--- src/rs_pkg.sv ---
package rs_pkg;

	// reorder-buffer tag width
	localparam int tag_w = 4;
	localparam int n_entry = 2;

	typedef logic [tag_w-1:0] rob_tag_t;
	typedef logic [31:0] word_t;

	// operand slot or one CDB broadcast
	typedef struct packed {
		logic valid;
		rob_tag_t tag;
		word_t data;
	} cdb_t;

	typedef enum logic {
		op_div,
		op_sqrt
	} ds_op_t;

	typedef struct packed {
		logic valid;
		rob_tag_t tag;
		ds_op_t op;
		cdb_t [1:0] opd;
	} rs_entry_t;

	typedef struct packed {
		rob_tag_t tag;
		ds_op_t op;
		cdb_t [1:0] opd;
	} issue_t;

	localparam rs_entry_t rs_entry_empty = '0;

endpackage

--- src/unit_pkg.sv ---
package unit_pkg;

	// one result bit per cycle
	localparam int div_iters = 32;
	localparam int sqrt_iters = 16;

	localparam int cnt_w = 5;

	typedef logic [cnt_w-1:0] iter_cnt_t;

	typedef enum logic [1:0] {
		st_idle,
		st_busy,
		st_done
	} ds_state_t;

endpackage

--- src/div_sqrt_rs.sv ---
`timescale 1ns/1ps

module div_sqrt_rs (
	input logic clk,
	input logic reset,
	input logic issue_valid,
	input rs_pkg::issue_t issue,
	input rs_pkg::cdb_t cdb_in,
	input logic unit_ready,
	output logic issue_ready,
	output logic dispatch_valid,
	output rs_pkg::rs_entry_t dispatch
);
	import rs_pkg::*;

	// packed from index 0, entry 0 is the oldest
	rs_entry_t entry [n_entry];
	rs_entry_t entry_upd [n_entry];
	rs_entry_t entry_new;
	cdb_t issue_opd1;
	logic [n_entry-1:0] entry_rdy;
	logic sel;
	logic do_dispatch;
	logic accept;

	// capture broadcast data for a waiting operand
	function automatic cdb_t wake(cdb_t opd, cdb_t bus);
		cdb_t res;
		res = opd;
		if (!opd.valid && bus.valid && bus.tag == opd.tag) begin
			res.valid = 1'b1;
			res.data = bus.data;
		end
		return res;
	endfunction

	// square root has no second operand
	always_comb begin
		issue_opd1 = issue.opd[1];
		if (issue.op == op_sqrt) begin
			issue_opd1.valid = 1'b1;
		end
	end

	always_comb begin
		entry_new.valid = accept;
		entry_new.tag = issue.tag;
		entry_new.op = issue.op;
		entry_new.opd[0] = wake(issue.opd[0], cdb_in);
		entry_new.opd[1] = wake(issue_opd1, cdb_in);
	end

	for (genvar i = 0; i < n_entry; i++) begin : g_entry
		always_comb begin
			entry_upd[i] = entry[i];
			entry_upd[i].opd[0] = wake(entry[i].opd[0], cdb_in);
			entry_upd[i].opd[1] = wake(entry[i].opd[1], cdb_in);
		end

		assign entry_rdy[i] = entry[i].valid && entry[i].opd[0].valid &&
			entry[i].opd[1].valid;
	end

	// oldest ready entry wins
	assign sel = !entry_rdy[0];
	assign dispatch_valid = |entry_rdy;
	assign dispatch = entry[sel];
	assign do_dispatch = dispatch_valid && unit_ready;

	// a full station still accepts when one entry leaves this cycle
	assign issue_ready = do_dispatch || !entry[n_entry-1].valid;
	assign accept = issue_valid && issue_ready;

	always_ff @(posedge clk) begin
		if (reset) begin
			entry[0] <= rs_entry_empty;
			entry[1] <= rs_entry_empty;
		end else if (do_dispatch) begin
			if (sel == 1'b0) begin
				entry[0] <= entry[1].valid ? entry_upd[1] : entry_new;
			end else begin
				entry[0] <= entry_upd[0];
			end
			entry[1] <= entry[1].valid ? entry_new : rs_entry_empty;
		end else begin
			entry[0] <= entry[0].valid ? entry_upd[0] : entry_new;
			if (entry[1].valid) begin
				entry[1] <= entry_upd[1];
			end else if (entry[0].valid) begin
				entry[1] <= entry_new;
			end else begin
				entry[1] <= rs_entry_empty;
			end
		end
	end

endmodule

--- src/div_sqrt_ctrl.sv ---
`timescale 1ns/1ps

module div_sqrt_ctrl (
	input logic clk,
	input logic reset,
	input logic dispatch_valid,
	input logic last_iter,
	input logic cdb_grant,
	output logic unit_ready,
	output logic start,
	output logic step,
	output logic cdb_req
);
	import unit_pkg::*;

	ds_state_t state;
	ds_state_t state_nxt;

	always_ff @(posedge clk) begin
		if (reset) begin
			state <= st_idle;
		end else begin
			state <= state_nxt;
		end
	end

	always_comb begin
		state_nxt = state;
		case (state)
			st_idle: begin
				if (dispatch_valid) begin
					state_nxt = st_busy;
				end
			end
			st_busy: begin
				if (last_iter) begin
					state_nxt = st_done;
				end
			end
			st_done: begin
				// result held until the bus takes it
				if (cdb_grant) begin
					state_nxt = st_idle;
				end
			end
			default: begin
				state_nxt = st_idle;
			end
		endcase
	end

	assign unit_ready = state == st_idle;

	// dispatch edge
	assign start = unit_ready && dispatch_valid;

	assign step = state == st_busy;
	assign cdb_req = state == st_done;

endmodule

--- src/iter_counter.sv ---
`timescale 1ns/1ps

module iter_counter (
	input logic clk,
	input logic reset,
	input logic start,
	input rs_pkg::ds_op_t op,
	input logic step,
	output logic last_iter
);
	import rs_pkg::*;
	import unit_pkg::*;

	iter_cnt_t cnt;
	iter_cnt_t load_val;

	assign load_val = (op == op_sqrt) ? iter_cnt_t'(sqrt_iters - 1) :
		iter_cnt_t'(div_iters - 1);

	always_ff @(posedge clk) begin
		if (reset) begin
			cnt <= '0;
		end else if (start) begin
			cnt <= load_val;
		end else if (step && cnt != '0) begin
			cnt <= cnt - 1'b1;
		end
	end

	assign last_iter = step && cnt == '0;

endmodule

--- src/div_sqrt_datapath.sv ---
`timescale 1ns/1ps

module div_sqrt_datapath (
	input logic clk,
	input logic reset,
	input logic start,
	input logic step,
	input rs_pkg::ds_op_t op,
	input rs_pkg::word_t opd_a,
	input rs_pkg::word_t opd_b,
	input rs_pkg::rob_tag_t tag_in,
	output rs_pkg::word_t result,
	output rs_pkg::rob_tag_t result_tag
);
	import rs_pkg::*;

	ds_op_t op_q;
	// dividend or radicand, consumed from the top
	word_t src_q;
	word_t divisor_q;
	rob_tag_t tag_q;
	word_t res_q;

	// wide enough for a shifted divide remainder
	logic [33:0] rem_q;
	logic [33:0] shifted;
	logic [33:0] subtrahend;
	logic [33:0] diff;
	logic fits;

	always_comb begin
		if (op_q == op_div) begin
			shifted = {rem_q[32:0], src_q[31]};
			subtrahend = {2'b00, divisor_q};
		end else begin
			// two radicand bits per step, trial value is 4*root + 1
			shifted = {rem_q[31:0], src_q[31:30]};
			subtrahend = {16'b0, res_q[15:0], 2'b01};
		end
		diff = shifted - subtrahend;
		fits = shifted >= subtrahend;
	end

	always_ff @(posedge clk) begin
		if (reset) begin
			op_q <= op_div;
			res_q <= '0;
		end else if (start) begin
			op_q <= op;
			res_q <= '0;
		end else if (step) begin
			res_q <= {res_q[30:0], fits};
		end
	end

	always_ff @(posedge clk) begin
		if (start) begin
			src_q <= opd_a;
			divisor_q <= opd_b;
			tag_q <= tag_in;
			rem_q <= '0;
		end else if (step) begin
			rem_q <= fits ? diff : shifted;
			if (op_q == op_div) begin
				src_q <= {src_q[30:0], 1'b0};
			end else begin
				src_q <= {src_q[29:0], 2'b00};
			end
		end
	end

	assign result = res_q;
	assign result_tag = tag_q;

endmodule

--- src/div_sqrt_unit.sv ---
`timescale 1ns/1ps

module div_sqrt_unit (
	input logic clk,
	input logic reset,
	input logic issue_valid,
	input rs_pkg::issue_t issue,
	output logic issue_ready,
	input rs_pkg::cdb_t cdb_in,
	output logic cdb_req,
	output rs_pkg::rob_tag_t result_tag,
	output rs_pkg::word_t result,
	input logic cdb_grant
);
	import rs_pkg::*;

	logic dispatch_valid;
	rs_entry_t dispatch;
	logic unit_ready;
	logic start;
	logic step;
	logic last_iter;

	div_sqrt_rs rs_i (
		.clk(clk),
		.reset(reset),
		.issue_valid(issue_valid),
		.issue(issue),
		.cdb_in(cdb_in),
		.unit_ready(unit_ready),
		.issue_ready(issue_ready),
		.dispatch_valid(dispatch_valid),
		.dispatch(dispatch)
	);

	div_sqrt_ctrl ctrl_i (
		.clk(clk),
		.reset(reset),
		.dispatch_valid(dispatch_valid),
		.last_iter(last_iter),
		.cdb_grant(cdb_grant),
		.unit_ready(unit_ready),
		.start(start),
		.step(step),
		.cdb_req(cdb_req)
	);

	iter_counter cnt_i (
		.clk(clk),
		.reset(reset),
		.start(start),
		.op(dispatch.op),
		.step(step),
		.last_iter(last_iter)
	);

	div_sqrt_datapath dp_i (
		.clk(clk),
		.reset(reset),
		.start(start),
		.step(step),
		.op(dispatch.op),
		.opd_a(dispatch.opd[0].data),
		.opd_b(dispatch.opd[1].data),
		.tag_in(dispatch.tag),
		.result(result),
		.result_tag(result_tag)
	);

endmodule

--- config.mk ---
export PLATFORM = sky130hd
export DESIGN_NAME = div_sqrt_unit
export DESIGN_NICKNAME = d
export VERILOG_FILES = /design/src/rs_pkg.sv /design/src/unit_pkg.sv /design/src/div_sqrt_rs.sv /design/src/div_sqrt_ctrl.sv /design/src/iter_counter.sv /design/src/div_sqrt_datapath.sv /design/src/div_sqrt_unit.sv
export SDC_FILE = /design/constraint.sdc
export NUM_CORES = 1
export LEC_CHECK = 0
export ABC_AREA = 1
export BUFFER_PORTS_ARGS = -buffer_cell sky130_fd_sc_hd__buf_2
export CORE_MARGIN = 2
export CORE_UTILIZATION = 65
export DETAILED_ROUTE_END_ITERATION = 8
export PLACE_DENSITY_LB_ADDON = 0.15
export SYNTH_ARGS = -nofsm -noshare
export SYNTH_HDL_FRONTEND = slang
export SYNTH_SLANG_ARGS = --single-unit
--- constraint.sdc ---
create_clock -name clk -period 7.5 [get_ports clk]
set_clock_uncertainty 0.2 [all_clocks]
set_input_delay 0.375 -clock clk [delete_from_list [all_inputs] [get_ports clk]]
set_output_delay 0.375 -clock clk [all_outputs]
set_load 0.03 [all_outputs]
# ---- After elaboration in Yosys (flattened, before gate mapping)
# Memories as Yosys holds them, arrays and structs flattened.
# Index checks and enable logic that the tools add are counted.
dict set report word_totals {
  ff_bits 141
  mem_bits_rw 160
  inputBits 120
  output_inout_bits 38
  elab_cells 133
  n_memories 1
}
dict set report op_classes {
  addsub 2
  n_lt_le_gt_ge 1
  eq_ne 11
  mux 66
  bitwise 7
  reduce_logical 37
}
# memory words width read_ports rd_ports_with_merged_regs write_ports line
set mem_list {}
lappend mem_list {rs_i.entry 2 80 3 0 2 div_sqrt_rs.sv:17} ;# rs_entry_t entry [n_entry];
# cell count
set ops {}
lappend ops {{80-bit two-way mux} 10}
lappend ops {{32-bit two-way mux} 10}
lappend ops {{1-bit two-way mux} 37}
lappend ops {{34-bit by 32-bit greater-or-equal comparator with 1-bit output} 1}
lappend ops {{34-bit two-way mux} 1}
lappend ops {{33-bit two-way mux} 1}
lappend ops {{33-bit by 32-bit subtractor with 33-bit output} 1}
lappend ops {{4-bit equality test} 6}
lappend ops {{1-bit logical AND} 20}
lappend ops {{5-bit two-way mux} 3}
lappend ops {{1-bit logical NOT} 8}
lappend ops {{1-bit bitwise OR} 7}
lappend ops {{2-bit two-way mux} 3}
lappend ops {{2-bit one-hot mux with 3 select lines} 1}
lappend ops {{5-bit logical NOT} 1}
lappend ops {{5-bit nonzero test} 1}
lappend ops {{5-bit by 1-bit subtractor with 5-bit output (second input constant)} 1}
lappend ops {{2-bit by 1-bit != test with 1-bit output (second input constant)} 2}
lappend ops {{2-bit nonzero test} 2}
lappend ops {{2-bit OR reduction} 2}
lappend ops {{3-bit AND reduction} 1}
lappend ops {{2-bit by 1-bit equality test with 1-bit output (second input constant)} 1}
lappend ops {{2-bit equality test (second input constant)} 1}
lappend ops {{2-bit logical NOT} 1}
lappend ops {{2 further kinds} 2}

# ---- Logic depth before layout (Yosys ltp)
# Gate-level depths: netlist (run 1).
# An unclocked memory read counts as a cell.
dict set report depth {
  depth_word 12
  mapped_depth 22
  ltp_nobuf 19
}

# ---- By module
# From an unflattened synthesis (run 1), not the netlist that was laid out.
dict set report unflattened {
  cells_unflattened 3404
  area_unflattened_um2 22605.4
}
# mod n_inst cells_each area_each_um2 seq_area_each_um2
set modules_own_cells {}
lappend modules_own_cells {div_sqrt_rs 1 2095 13480.4 4804.6}
lappend modules_own_cells {div_sqrt_datapath 1 1248 8717.1 3363.2}
lappend modules_own_cells {iter_counter 1 47 302.8 100.1}
lappend modules_own_cells {div_sqrt_ctrl 1 14 105.1 40.0}

# ---- Worst setup path after synthesis (run 1)
# OpenSTA, ideal clock, no wires.
dict set report synth_path {
  path_kind {register to register}
  startpoint {reg dp_i.op_q}
  endpoint {reg dp_i.rem_q[26]}
  setup_ns 0.112
  arrival_time_ns 2.889
  t_required_ns 7.188
  path_slack_ns 4.298
  path_stages_with_launch 22
  path_buffers 5
  period_less_slack_ns 3.202
  path_cell_list {dfxtp_1 -> buf_2 -> clkbuf_1 -> clkbuf_1 -> buf_2 -> mux2i_1 -> ha_1 -> nand2_1 -> inv_1 -> nand2_1 -> nand2_1 -> nand2_1 -> nand3_1 -> nand2_1 -> nand2_1 -> nand2_2 -> nand2_4 -> buf_4 -> o21ai_1 -> inv_1 -> nand2_1 -> nand2_1}
}
dict set report synth_between {
  elab_chain_len 3
  elab_cells_between_ends 5
  classes_between {add/sub (1); order compare (1); mux (3)}
}
# element line
set synth_lines {}
lappend synth_lines {{start, declared} div_sqrt_datapath.sv:17} ;# ds_op_t op_q;
lappend synth_lines {{start signal, assigned} div_sqrt_datapath.sv:46} ;# op_q <= op_div;
lappend synth_lines {{start signal, assigned} div_sqrt_datapath.sv:49} ;# op_q <= op;
lappend synth_lines {{34-bit two-way mux or 32-bit two-way mux (tied branches)} div_sqrt_datapath.sv:32} ;# if (op_q == op_div) begin
lappend synth_lines {{33-bit by 32-bit subtractor with 33-bit output or 34-bit by 32-bit greater-or-equal comparator with 1-bit output (tied branches)} {div_sqrt_datapath.sv:40, div_sqrt_datapath.sv:41}}
lappend synth_lines {{33-bit two-way mux (*)} div_sqrt_datapath.sv:63} ;# rem_q <= fits ? diff : shifted;
lappend synth_lines {{end signal, assigned} div_sqrt_datapath.sv:63}
lappend synth_lines {{end, declared} div_sqrt_datapath.sv:25} ;# logic [33:0] rem_q;
# Mark *: on every way between the ends. The rest lies on a longest branch, timed or not.
# A chain may end at the register's enable or synchronous reset.

==> summary.txt, run 1 <==
Clock tree
  • Num CTS Buffers: 34
  • Clk root buf: clkbuf_16
  • Htree depth: 2
  • CTS tree: built
  • Worst-path clk slew: ~0.060 ns
  • CTS Hold Buffers Added: 8
  • Longest Clk Path Bufs: 3
  • # Post-CTS Setup Buffers: 0
  • Worst-skew pair later-pin latency: between 0.5 and 0.6 ns
  • Post-CTS Resized: 0
  • Sink Count: 301

Logic synthesis
  • Syn_area_per_cell: 7.54 µm²
  • Synth area leaders: edfxtp_1, nand2_1, dfxtp_1
  • Cell variety after synth: 49
  • Post-Syn Area: 19000 µm²
  • Area share of the largest cell type after synthesis: 0.360
  • Sequential area share after synthesis: 0.437
  • Post-Syn Instances: 2518
  • Async S/R FF share, synth: 0
  • Warnings, synthesis: 0
  • #FFs+latches synth: 301
  • Leading area contributor after synthesis: edfxtp_1
  • Number of synthesized flops with an enable pin: 228
  • Most used DFF post-synth: edfxtp_1

Detailed routing
  • Drt wl/cell: 17.3 µm
  • Via count: 18200
  • Routed WL: about 54000 µm
  • DR vias/cell: 5.79
  • Final ANT Viol Nets: 0
  • # DRC: 0
  • DR iter-0 viols: 1877
  • Detailed Routing Iterations Pass 1: 7

Timing
  • Relative slew slack: 0.265
  • Sum Neg Setup Slack: 0 ns
  • RSZ-0062 raised after global routing: no
  • Hold violation count in the final report: 0
  • Final Critical Period: slightly below 5 ns
  • Worst-margin pin slew: 1.10 ns
  • Max frequency: 205 MHz
  • Fin crit share: 0.650
  • Final setup fails: 0
  • Max Slew Vio Count: 0

Setup path
  • Crit path DAT: 4.86 ns
  • CP Capture Type: register
  • CP required: 7.49 ns
  • Critical path class: register to register
  • CP startpoint kind: register
  • Critical Path Fanout Max: 70

Final layout
  • N_diodes: 0
  • # fillers: 2166
  • Area Growth Syn to Fin: 12.8%
  • Area of the multi-input gates: 9540 µm²
  • Share of post-route cells with drive strength above 1: 0.121
  • Nets@finish: 2883
  • Non-Filler Instances: 3136
  • Reg area: 8310 µm²

Pwr
  • Flop pwr share: 0.362
  • Combinational share of power: 0.383
  • Net load switching power: 2.52 mW
  • Final Power: 6.42 mW
  • Sw Ratio: 0.393
  • P_int: between 3 and 4 mW
  • Clock power share: 0.255
  • Lkg Pwr: 9.78 nW
  • PD cells: 299 nW/µm²
  • Maximum VDD drop: ~0.00020 V

Placement
  • IO Port Bufs: 157
  • GPL Wtd Cong: 0.982
  • Hpwl dp: 35900 µm
  • Post-Place Cells: 3068

Worst hold path
  • Hold WC Path Type: input pin to register

Global routing
  • Pin count of the biggest net entering global routing: 101
  • Global-route wire length before repair: slightly below 90000 µm
  • Initial antenna violation count: 0
  • All-Layer GR Usage: 0.351
  • Vias in the first global route: ~18000
  • Aggregate global routing overflow: 0

Die
  • Die area: 30600 µm²
  • Die height: 175 µm
  • Die X: between 150 and 200 µm
  • I/O pin total: about 160
  • Core area: approximately 29000 µm²
  • Initial Util: 0.662
  • Row cnt: 62

Flow run
  • Max Cap Viol: 0

Status
  • Outcome: finished clean
## power by group through the flow
stage,Clock (mW),Sequential (mW),Combinational (mW)
2_1_floorplan,0,2.30,1.85
3_3_place_gp,0,2.33,2.34
3_5_place_dp,0,2.35,2.40
4_1_cts,1.64,2.32,2.42
5_1_grt,1.71,2.35,2.75
6_report,1.63,2.32,2.46
## logic make-up after synthesis
kind of cell,count (synthesis),share of synthesized area
flip-flops,301,0.437
XOR/XNOR,18,0.00830
adder cells (fa/ha/maj),35,0.0234
multiplexers,18,0.00948
other,1,0.000197
AND/OR/NAND/NOR,1150,0.259
buffers and inverters,416,0.0892
AO/OA/AOI/OAI,579,0.173
## metal layers
metal  vias to the layer above  share of wire  routed length [µm]  track usage
li1                       8700              -                   -            -
met2                       893           0.50               27000        0.620
met5                         -              0                   0            0
met1                      8409           0.39               21100        0.435
met3                       149          0.080                4360       0.0440
met4                         0          0.034                1830        0.148
## final timing paths
| check | depth (start not counted) | slack [ns] | to | start |
|---|---|---|---|---|
| setup / recovery | 11 | 2.63 | rs_i.entry[1][25]$_DFFE_PP_ | rs_i.entry[0][79]$_DFFE_PP_ |
| hold / removal | 3 | 0.02 | rs_i.entry[1][32]$_DFFE_PP_ | issue[32] |
| setup reg to reg | 11 | 2.63 | rs_i.entry[1][25]$_DFFE_PP_ | rs_i.entry[0][79]$_DFFE_PP_ |
| hold reg to reg | 2 | 0.25 | dp_i.rem_q[29]$_SDFFE_PP0P_ | dp_i.rem_q[29]$_SDFFE_PP0P_ |
## cells in the mapped netlist, types with 29 or more instances
cell type	number
nand2_1	696
inv_1	266
edfxtp_1	228
o21ai_0	185
nor2_1	165
a21oi_1	148
nand3_1	119
o211ai_1	103
clkbuf_1	77
or2_2	74
dfxtp_1	73
o21ai_1	71
o22ai_1	50
ha_1	34
or2_0	29
or2_1	29
## cell type report
| cell class | count | share of cell area |
|---|---|---|
| multi-input combinational | 1932 | 0.445 |
| clock inverter | 14 | 0.00642 |
| inverter | 279 | 0.0490 |
| tap | 384 | 0.0224 |
| sequential | 301 | 0.388 |
| clock buffer | 46 | 0.0437 |
| timing repair buffer | 180 | 0.0457 |
## through the flow
stage,hold WS [ns],setup WS [ns],util,area (µm²)
floorplan,0.226,4.30,-,19500
global placement,0.238,2.95,0.706,20300
detailed placement,0.242,2.77,0.706,20300
CTS,0.0116,2.77,0.747,21400
global route,0.0237,2.37,0.747,21400
finish,0.0164,2.63,0.747,21400
## state kept, by name (all words and copies together) (netlist names)
signal,count
rs_i.entry,160
dp_i.rem_q,33
dp_i.divisor_q,32
dp_i.result,32
dp_i.src_q,32
cnt_i.cnt,5
dp_i.result_tag,4
ctrl_i.state,2
dp_i.op_q,1
## critical path, cell delays in order (launching register included)
cell and delay (ns):
edfxtp_1 0.44, nand3_4 0.35, nand2_2 0.21, nand2_4 0.38, inv_4 0.70, nor2_8 0.05, nand2_1 0.16, inv_1 0.10
nand2_1 0.08, nand2_2 0.54, inv_2 1.05, o22ai_1 0.21
## cell usage in the layout (no fill, tap or decap), types with 11 or more instances in the layout
master / instances
buf_4: 15
inv_2: 11
o211ai_1: 103
nor2_1: 163
or2_0: 29
buf_2: 157
o21ai_0: 185
o21ai_1: 71
clkbuf_16: 34
or2_2: 74
nand3_1: 118
or2_1: 29
conb_1: 132
ha_1: 34
nor3_1: 11
xnor2_1: 16
mux2i_1: 18
inv_1: 265
dfxtp_1: 72
edfxtp_1: 228
o22ai_1: 50
a21oi_1: 148
nand2_1: 691
(Power assumes the default switching activity.)
==> run 2: changes to the inputs <==
- ABC_AREA: 1 -> 0
- CORE_UTILIZATION: 65 -> 55
- clock period: 7.5 -> 4.4 ns (I/O delays scaled with it)
==> summary.txt, run 2 <==
Final layout
  • Commonest non-fill, non-tap cells in the layout: nand2_1, mux2i_1, edfxtp_1 (was nand2_1, inv_1, edfxtp_1)
  • Nets@finish: 2207 (was 2883)
  • Biggest regs: rs_i.entry (160), dp_i.rem_q (33) (unchanged)
  • Area Growth Syn to Fin: 20.0% (was 12.8%)
  • Most common cell after layout, fill and taps aside: nand2_1 (unchanged)
  • N_diodes: 0 (unchanged)
  • Final Cell Area: 21200 µm² (was 21400 µm²)
  • Share of post-route cells with drive strength above 1: 0.148 (was 0.121)
  • Top reg by flops: rs_i.entry (unchanged)
  • Max FFs per register: 160 (unchanged)
  • Non-Filler Instances: 2479 (was 3136)

Detailed routing
  • Routed WL: 48100 µm (was 54200 µm)
  • Detailed Routing Iterations Pass 1: 5 (was 7)
  • Drt wl/cell: 19.4 µm (was 17.3 µm)
  • DR iter-0 viols: 1194 (was 1877)
  • Final ANT Viol Nets: 0 (unchanged)
  • # DRC: 0 (unchanged)
  • Via count: 14600 (was 18200)
  • DR vias/cell: 5.89 (was 5.79)

Die
  • Core area: 31600 µm² (was 28700 µm²)
  • Die height: 183 µm (was 175 µm)
  • Initial Util: 0.560 (was 0.662)
  • Row cnt: 65 (was 62)
  • Die area: 33600 µm² (was 30600 µm²)
  • I/O pin total: 158 (unchanged)
  • Die X: 183 µm (was 175 µm)

Logic synthesis
  • Most numerous cell in the Yosys netlist: nand2_1 (unchanged)
  • Cell variety after synth: 73 (was 49)
  • Area share of the largest cell type after synthesis: 0.387 (was 0.360)
  • Synth area leaders: edfxtp_1, mux2i_1, dfxtp_1 (was edfxtp_1, nand2_1, dfxtp_1)
  • Post-Syn Area: 17700 µm² (was 19000 µm²)
  • #FFs+latches synth: 301 (unchanged)
  • Syn_area_per_cell: 10.2 µm² (was 7.54 µm²)
  • Leading area contributor after synthesis: edfxtp_1 (unchanged)
  • Most instantiated cells after synthesis: nand2_1, mux2i_1, edfxtp_1, o21ai_0, a21oi_1 (was nand2_1, inv_1, edfxtp_1, o21ai_0, nor2_1)
  • Most used DFF post-synth: edfxtp_1 (unchanged)
  • Warnings, synthesis: 0 (unchanged)
  • Post-Syn Instances: 1737 (was 2518)
  • Sequential area share after synthesis: 0.469 (was 0.437)
  • Number of synthesized flops with an enable pin: 228 (unchanged)
  • Async S/R FF share, synth: 0 (unchanged)

Timing
  • Final setup fails: 0 (unchanged)
  • Max frequency: 258 MHz (was 205 MHz)
  • Max Slew Vio Count: 0 (unchanged)
  • Worst-margin pin slew: 0.946 ns (was 1.10 ns)
  • Final Critical Period: 3.88 ns (was 4.87 ns)
  • Hold violation count in the final report: 0 (unchanged)
  • Sum Neg Setup Slack: 0 ns (unchanged)
  • RSZ-0062 raised after global routing: no (unchanged)
  • Fin crit share: 0.881 (was 0.650)
  • Relative slew slack: 0.369 (was 0.265)

Global routing
  • Vias in the first global route: 14100 (was 17700)
  • Aggregate global routing overflow: 0 (unchanged)
  • Pin count of the biggest net entering global routing: 93 (was 101)
  • Initial antenna violation count: 0 (unchanged)
  • All-Layer GR Usage: 0.281 (was 0.351)
  • Global-route wire length before repair: 75400 µm (was 86400 µm)

Setup path
  • Worst Setup SP: dp_i.op_q$_SDFFE_PP0P_ (was rs_i.entry[0][79]$_DFFE_PP_)
  • Crit-path cells: buf_12, buf_4, nand2b_1, ha_1, nand3_1, nor4_1, o211ai_1, a21oi_4, buf_4, nor2_1, a211oi_1, a21o_1 (was nand3_4, nand2_2, nand2_4, inv_4, nor2_8, nand2_1, inv_1, nand2_1, nand2_2, inv_2, o22ai_1)
  • R2R Path End: dp_i.rem_q[17]$_SDFFE_PP0P_ (was rs_i.entry[1][25]$_DFFE_PP_)
  • Reg-to-reg startpoint: dp_i.op_q$_SDFFE_PP0P_ (was rs_i.entry[0][79]$_DFFE_PP_)
  • Reg2reg path depth: 12 (was 11)
  • Worst path slowest cell: dfxtp_4 (was inv_2)
  • Critical Path Fanout Max: 41 (was 70)
  • Crit path DAT: 4.13 ns (was 4.86 ns)
  • CP startpoint kind: register (unchanged)
  • CP required: 4.66 ns (was 7.49 ns)
  • CP top delay family: compound AO/OA/AOI/OAI gates (was buffers and inverters)
  • Flop2flop setup slack: 0.52 ns (was 2.63 ns)
  • Crit path buffers/inverters: 3 (unchanged)
  • Largest stage delay, worst path: 0.58 ns (was 1.05 ns)
  • Crit path top cell by count: buf_4
  • Critical path class: register to register (unchanged)
  • CP Capture Type: register (unchanged)

Placement
  • GPL Wtd Cong: 0.925 (was 0.982)
  • Post-Place Cells: 2331 (was 3068)
  • Hpwl dp: 30500 µm (was 35900 µm)
  • Post-DP Area: 19300 µm² (was 20300 µm²)
  • IO Port Bufs: 157 (unchanged)

Worst hold path
  • Worst Min Path Start: cdb_in[15] (was issue[32])
  • Hold WC Path Type: input pin to register (unchanged)
  • Hold path endpoint: rs_i.entry[1][52]$_DFFE_PP_ (was rs_i.entry[1][32]$_DFFE_PP_)
  • Hold path depth: 3 (unchanged)

Pwr
  • Maximum VDD drop: 0.000292 V (was 0.000195 V)
  • Lkg Pwr: 8.22 nW (was 9.78 nW)
  • PD cells: 455 nW/µm² (was 299 nW/µm²)
  • Final Power: 9.67 mW (was 6.42 mW)

Clock tree
  • Htree depth: 2 (unchanged)
  • Post-CTS Resized: 0 (unchanged)
  • # Post-CTS Setup Buffers: 0 (unchanged)
  • Worst-skew pair later-pin latency: 0.51 ns (about the same)
  • CTS tree: built (unchanged)
  • Worst-path clk slew: 0.06 ns (about the same)
  • Clk root buf: clkbuf_16 (unchanged)
  • Num CTS Buffers: 35 (was 34)
  • Sink Count: 301 (unchanged)
  • Longest Clk Path Bufs: 3 (unchanged)

Flow run
  • Max Cap Viol: 0 (unchanged)

Status
  • Outcome: finished clean (unchanged)
[run 2: cell count changes in the layout (fill, tap and decap cells not counted), sizes merged, moves of 77 or more]
| cell | delta |
|---|---|
| o21ai | -146 |
| nand3 | -104 |
| inv | -254 |
| or2 | -127 |
| mux2i | +214 |
| o211ai | -95 |
| nor2 | -118 |
| nand2 | -407 |
| dlygate4sd3 | +77 |
[run 2: worst register-to-register path, stage by stage, from the launching register on]
cell	delay, ns
dfxtp_4	0.58
buf_12	0.22
buf_4	0.37
nand2b_1	0.17
ha_1	0.24
nand3_1	0.17
nor4_1	0.40
o211ai_1	0.27
a21oi_4	0.50
buf_4	0.32
nor2_1	0.06
a211oi_1	0.22
a21o_1	0.11
[run 2: layer usage]
layer | track usage | wire (µm) | vias up
met2 | 0.466 | 22700 | 521
met4 | 0.0838 | 1330 | 0
met3 | 0.0318 | 2910 | 97
met1 | 0.389 | 21100 | 7002
li1 | - | - | 6983
met5 | 0 | 0 | -
[run 2: through the flow]
step | utilization | setup slack, ns | hold slack (ns)
after global placement | 0.609 | 0.439 | 0.233
after global routing | 0.672 | 0.158 | 0.0225
final | 0.672 | 0.524 | 0.0134
after floorplan | - | 0.235 | 0.207
after detailed placement | 0.609 | 0.403 | 0.244
after CTS | 0.671 | 0.384 | 0.00211
[run 2: logic make-up (layout without fill, tap and decap cells)]
| group | count (synthesis) | in the layout | synth area share |
|---|---|---|---|
| AOI/OAI and AO/OA | 473 | 474 | 0.177 |
| xor gates and xnor gates | 44 | 44 | 0.0218 |
| adders and majority gates | 35 | 35 | 0.0252 |
| buffers and inverters | 153 | 361 | 0.0387 |
| DFF | 301 | 301 | 0.469 |
| muxes | 263 | 263 | 0.151 |
| other | 1 | 132 | 0.000212 |
| and+or+nand+nor | 467 | 467 | 0.117 |
[run 2: how the worst max path moves through the flow]
| stage | end | slack (ns) | depth (start not counted) |
|---|---|---|---|
| finish | dp_i.rem_q[17]$_SDFFE_PP0P_ | 0.52 | 12 |
| global route | dp_i.rem_q[14]$_SDFFE_PP0P_ | 0.16 | 11 |
| CTS | dp_i.rem_q[17]$_SDFFE_PP0P_ | 0.38 | 12 |
| detailed placement | dp_i.rem_q[17]$_SDFFE_PP0P_ | 0.40 | 12 |
| global placement | dp_i.rem_q[17]$_SDFFE_PP0P_ | 0.44 | 12 |
| floorplan | dp_i.rem_q[28]$_SDFFE_PP0P_ | 0.24 | 15 |
[run 2: repair_timing]
action / CTS / global route
endpoints found under the setup margin: 0 / 2
hold endpoints to repair: 130 / 0
hold buffers: 85 / 0
[run 2: layout make-up]
type                    instances  area, µm²
clock inverters                15        119
well taps                     402        503
clock buffers                  47        983
multi-input cells            1415       9280
fillers                      2469      10400
repair buffers                275       1960
inverters                      24       91.3
flip-flops and latches        301       8310
[run 2: where the power goes]
part / leakage (nW) / total, mW / internal, mW / switching [mW]
clock network: 0.547 / 2.83 / 1.68 / 1.15
logic: 4.78 / 3.07 / 1.29 / 1.77
registers: 2.89 / 3.77 / 3.52 / 0.253
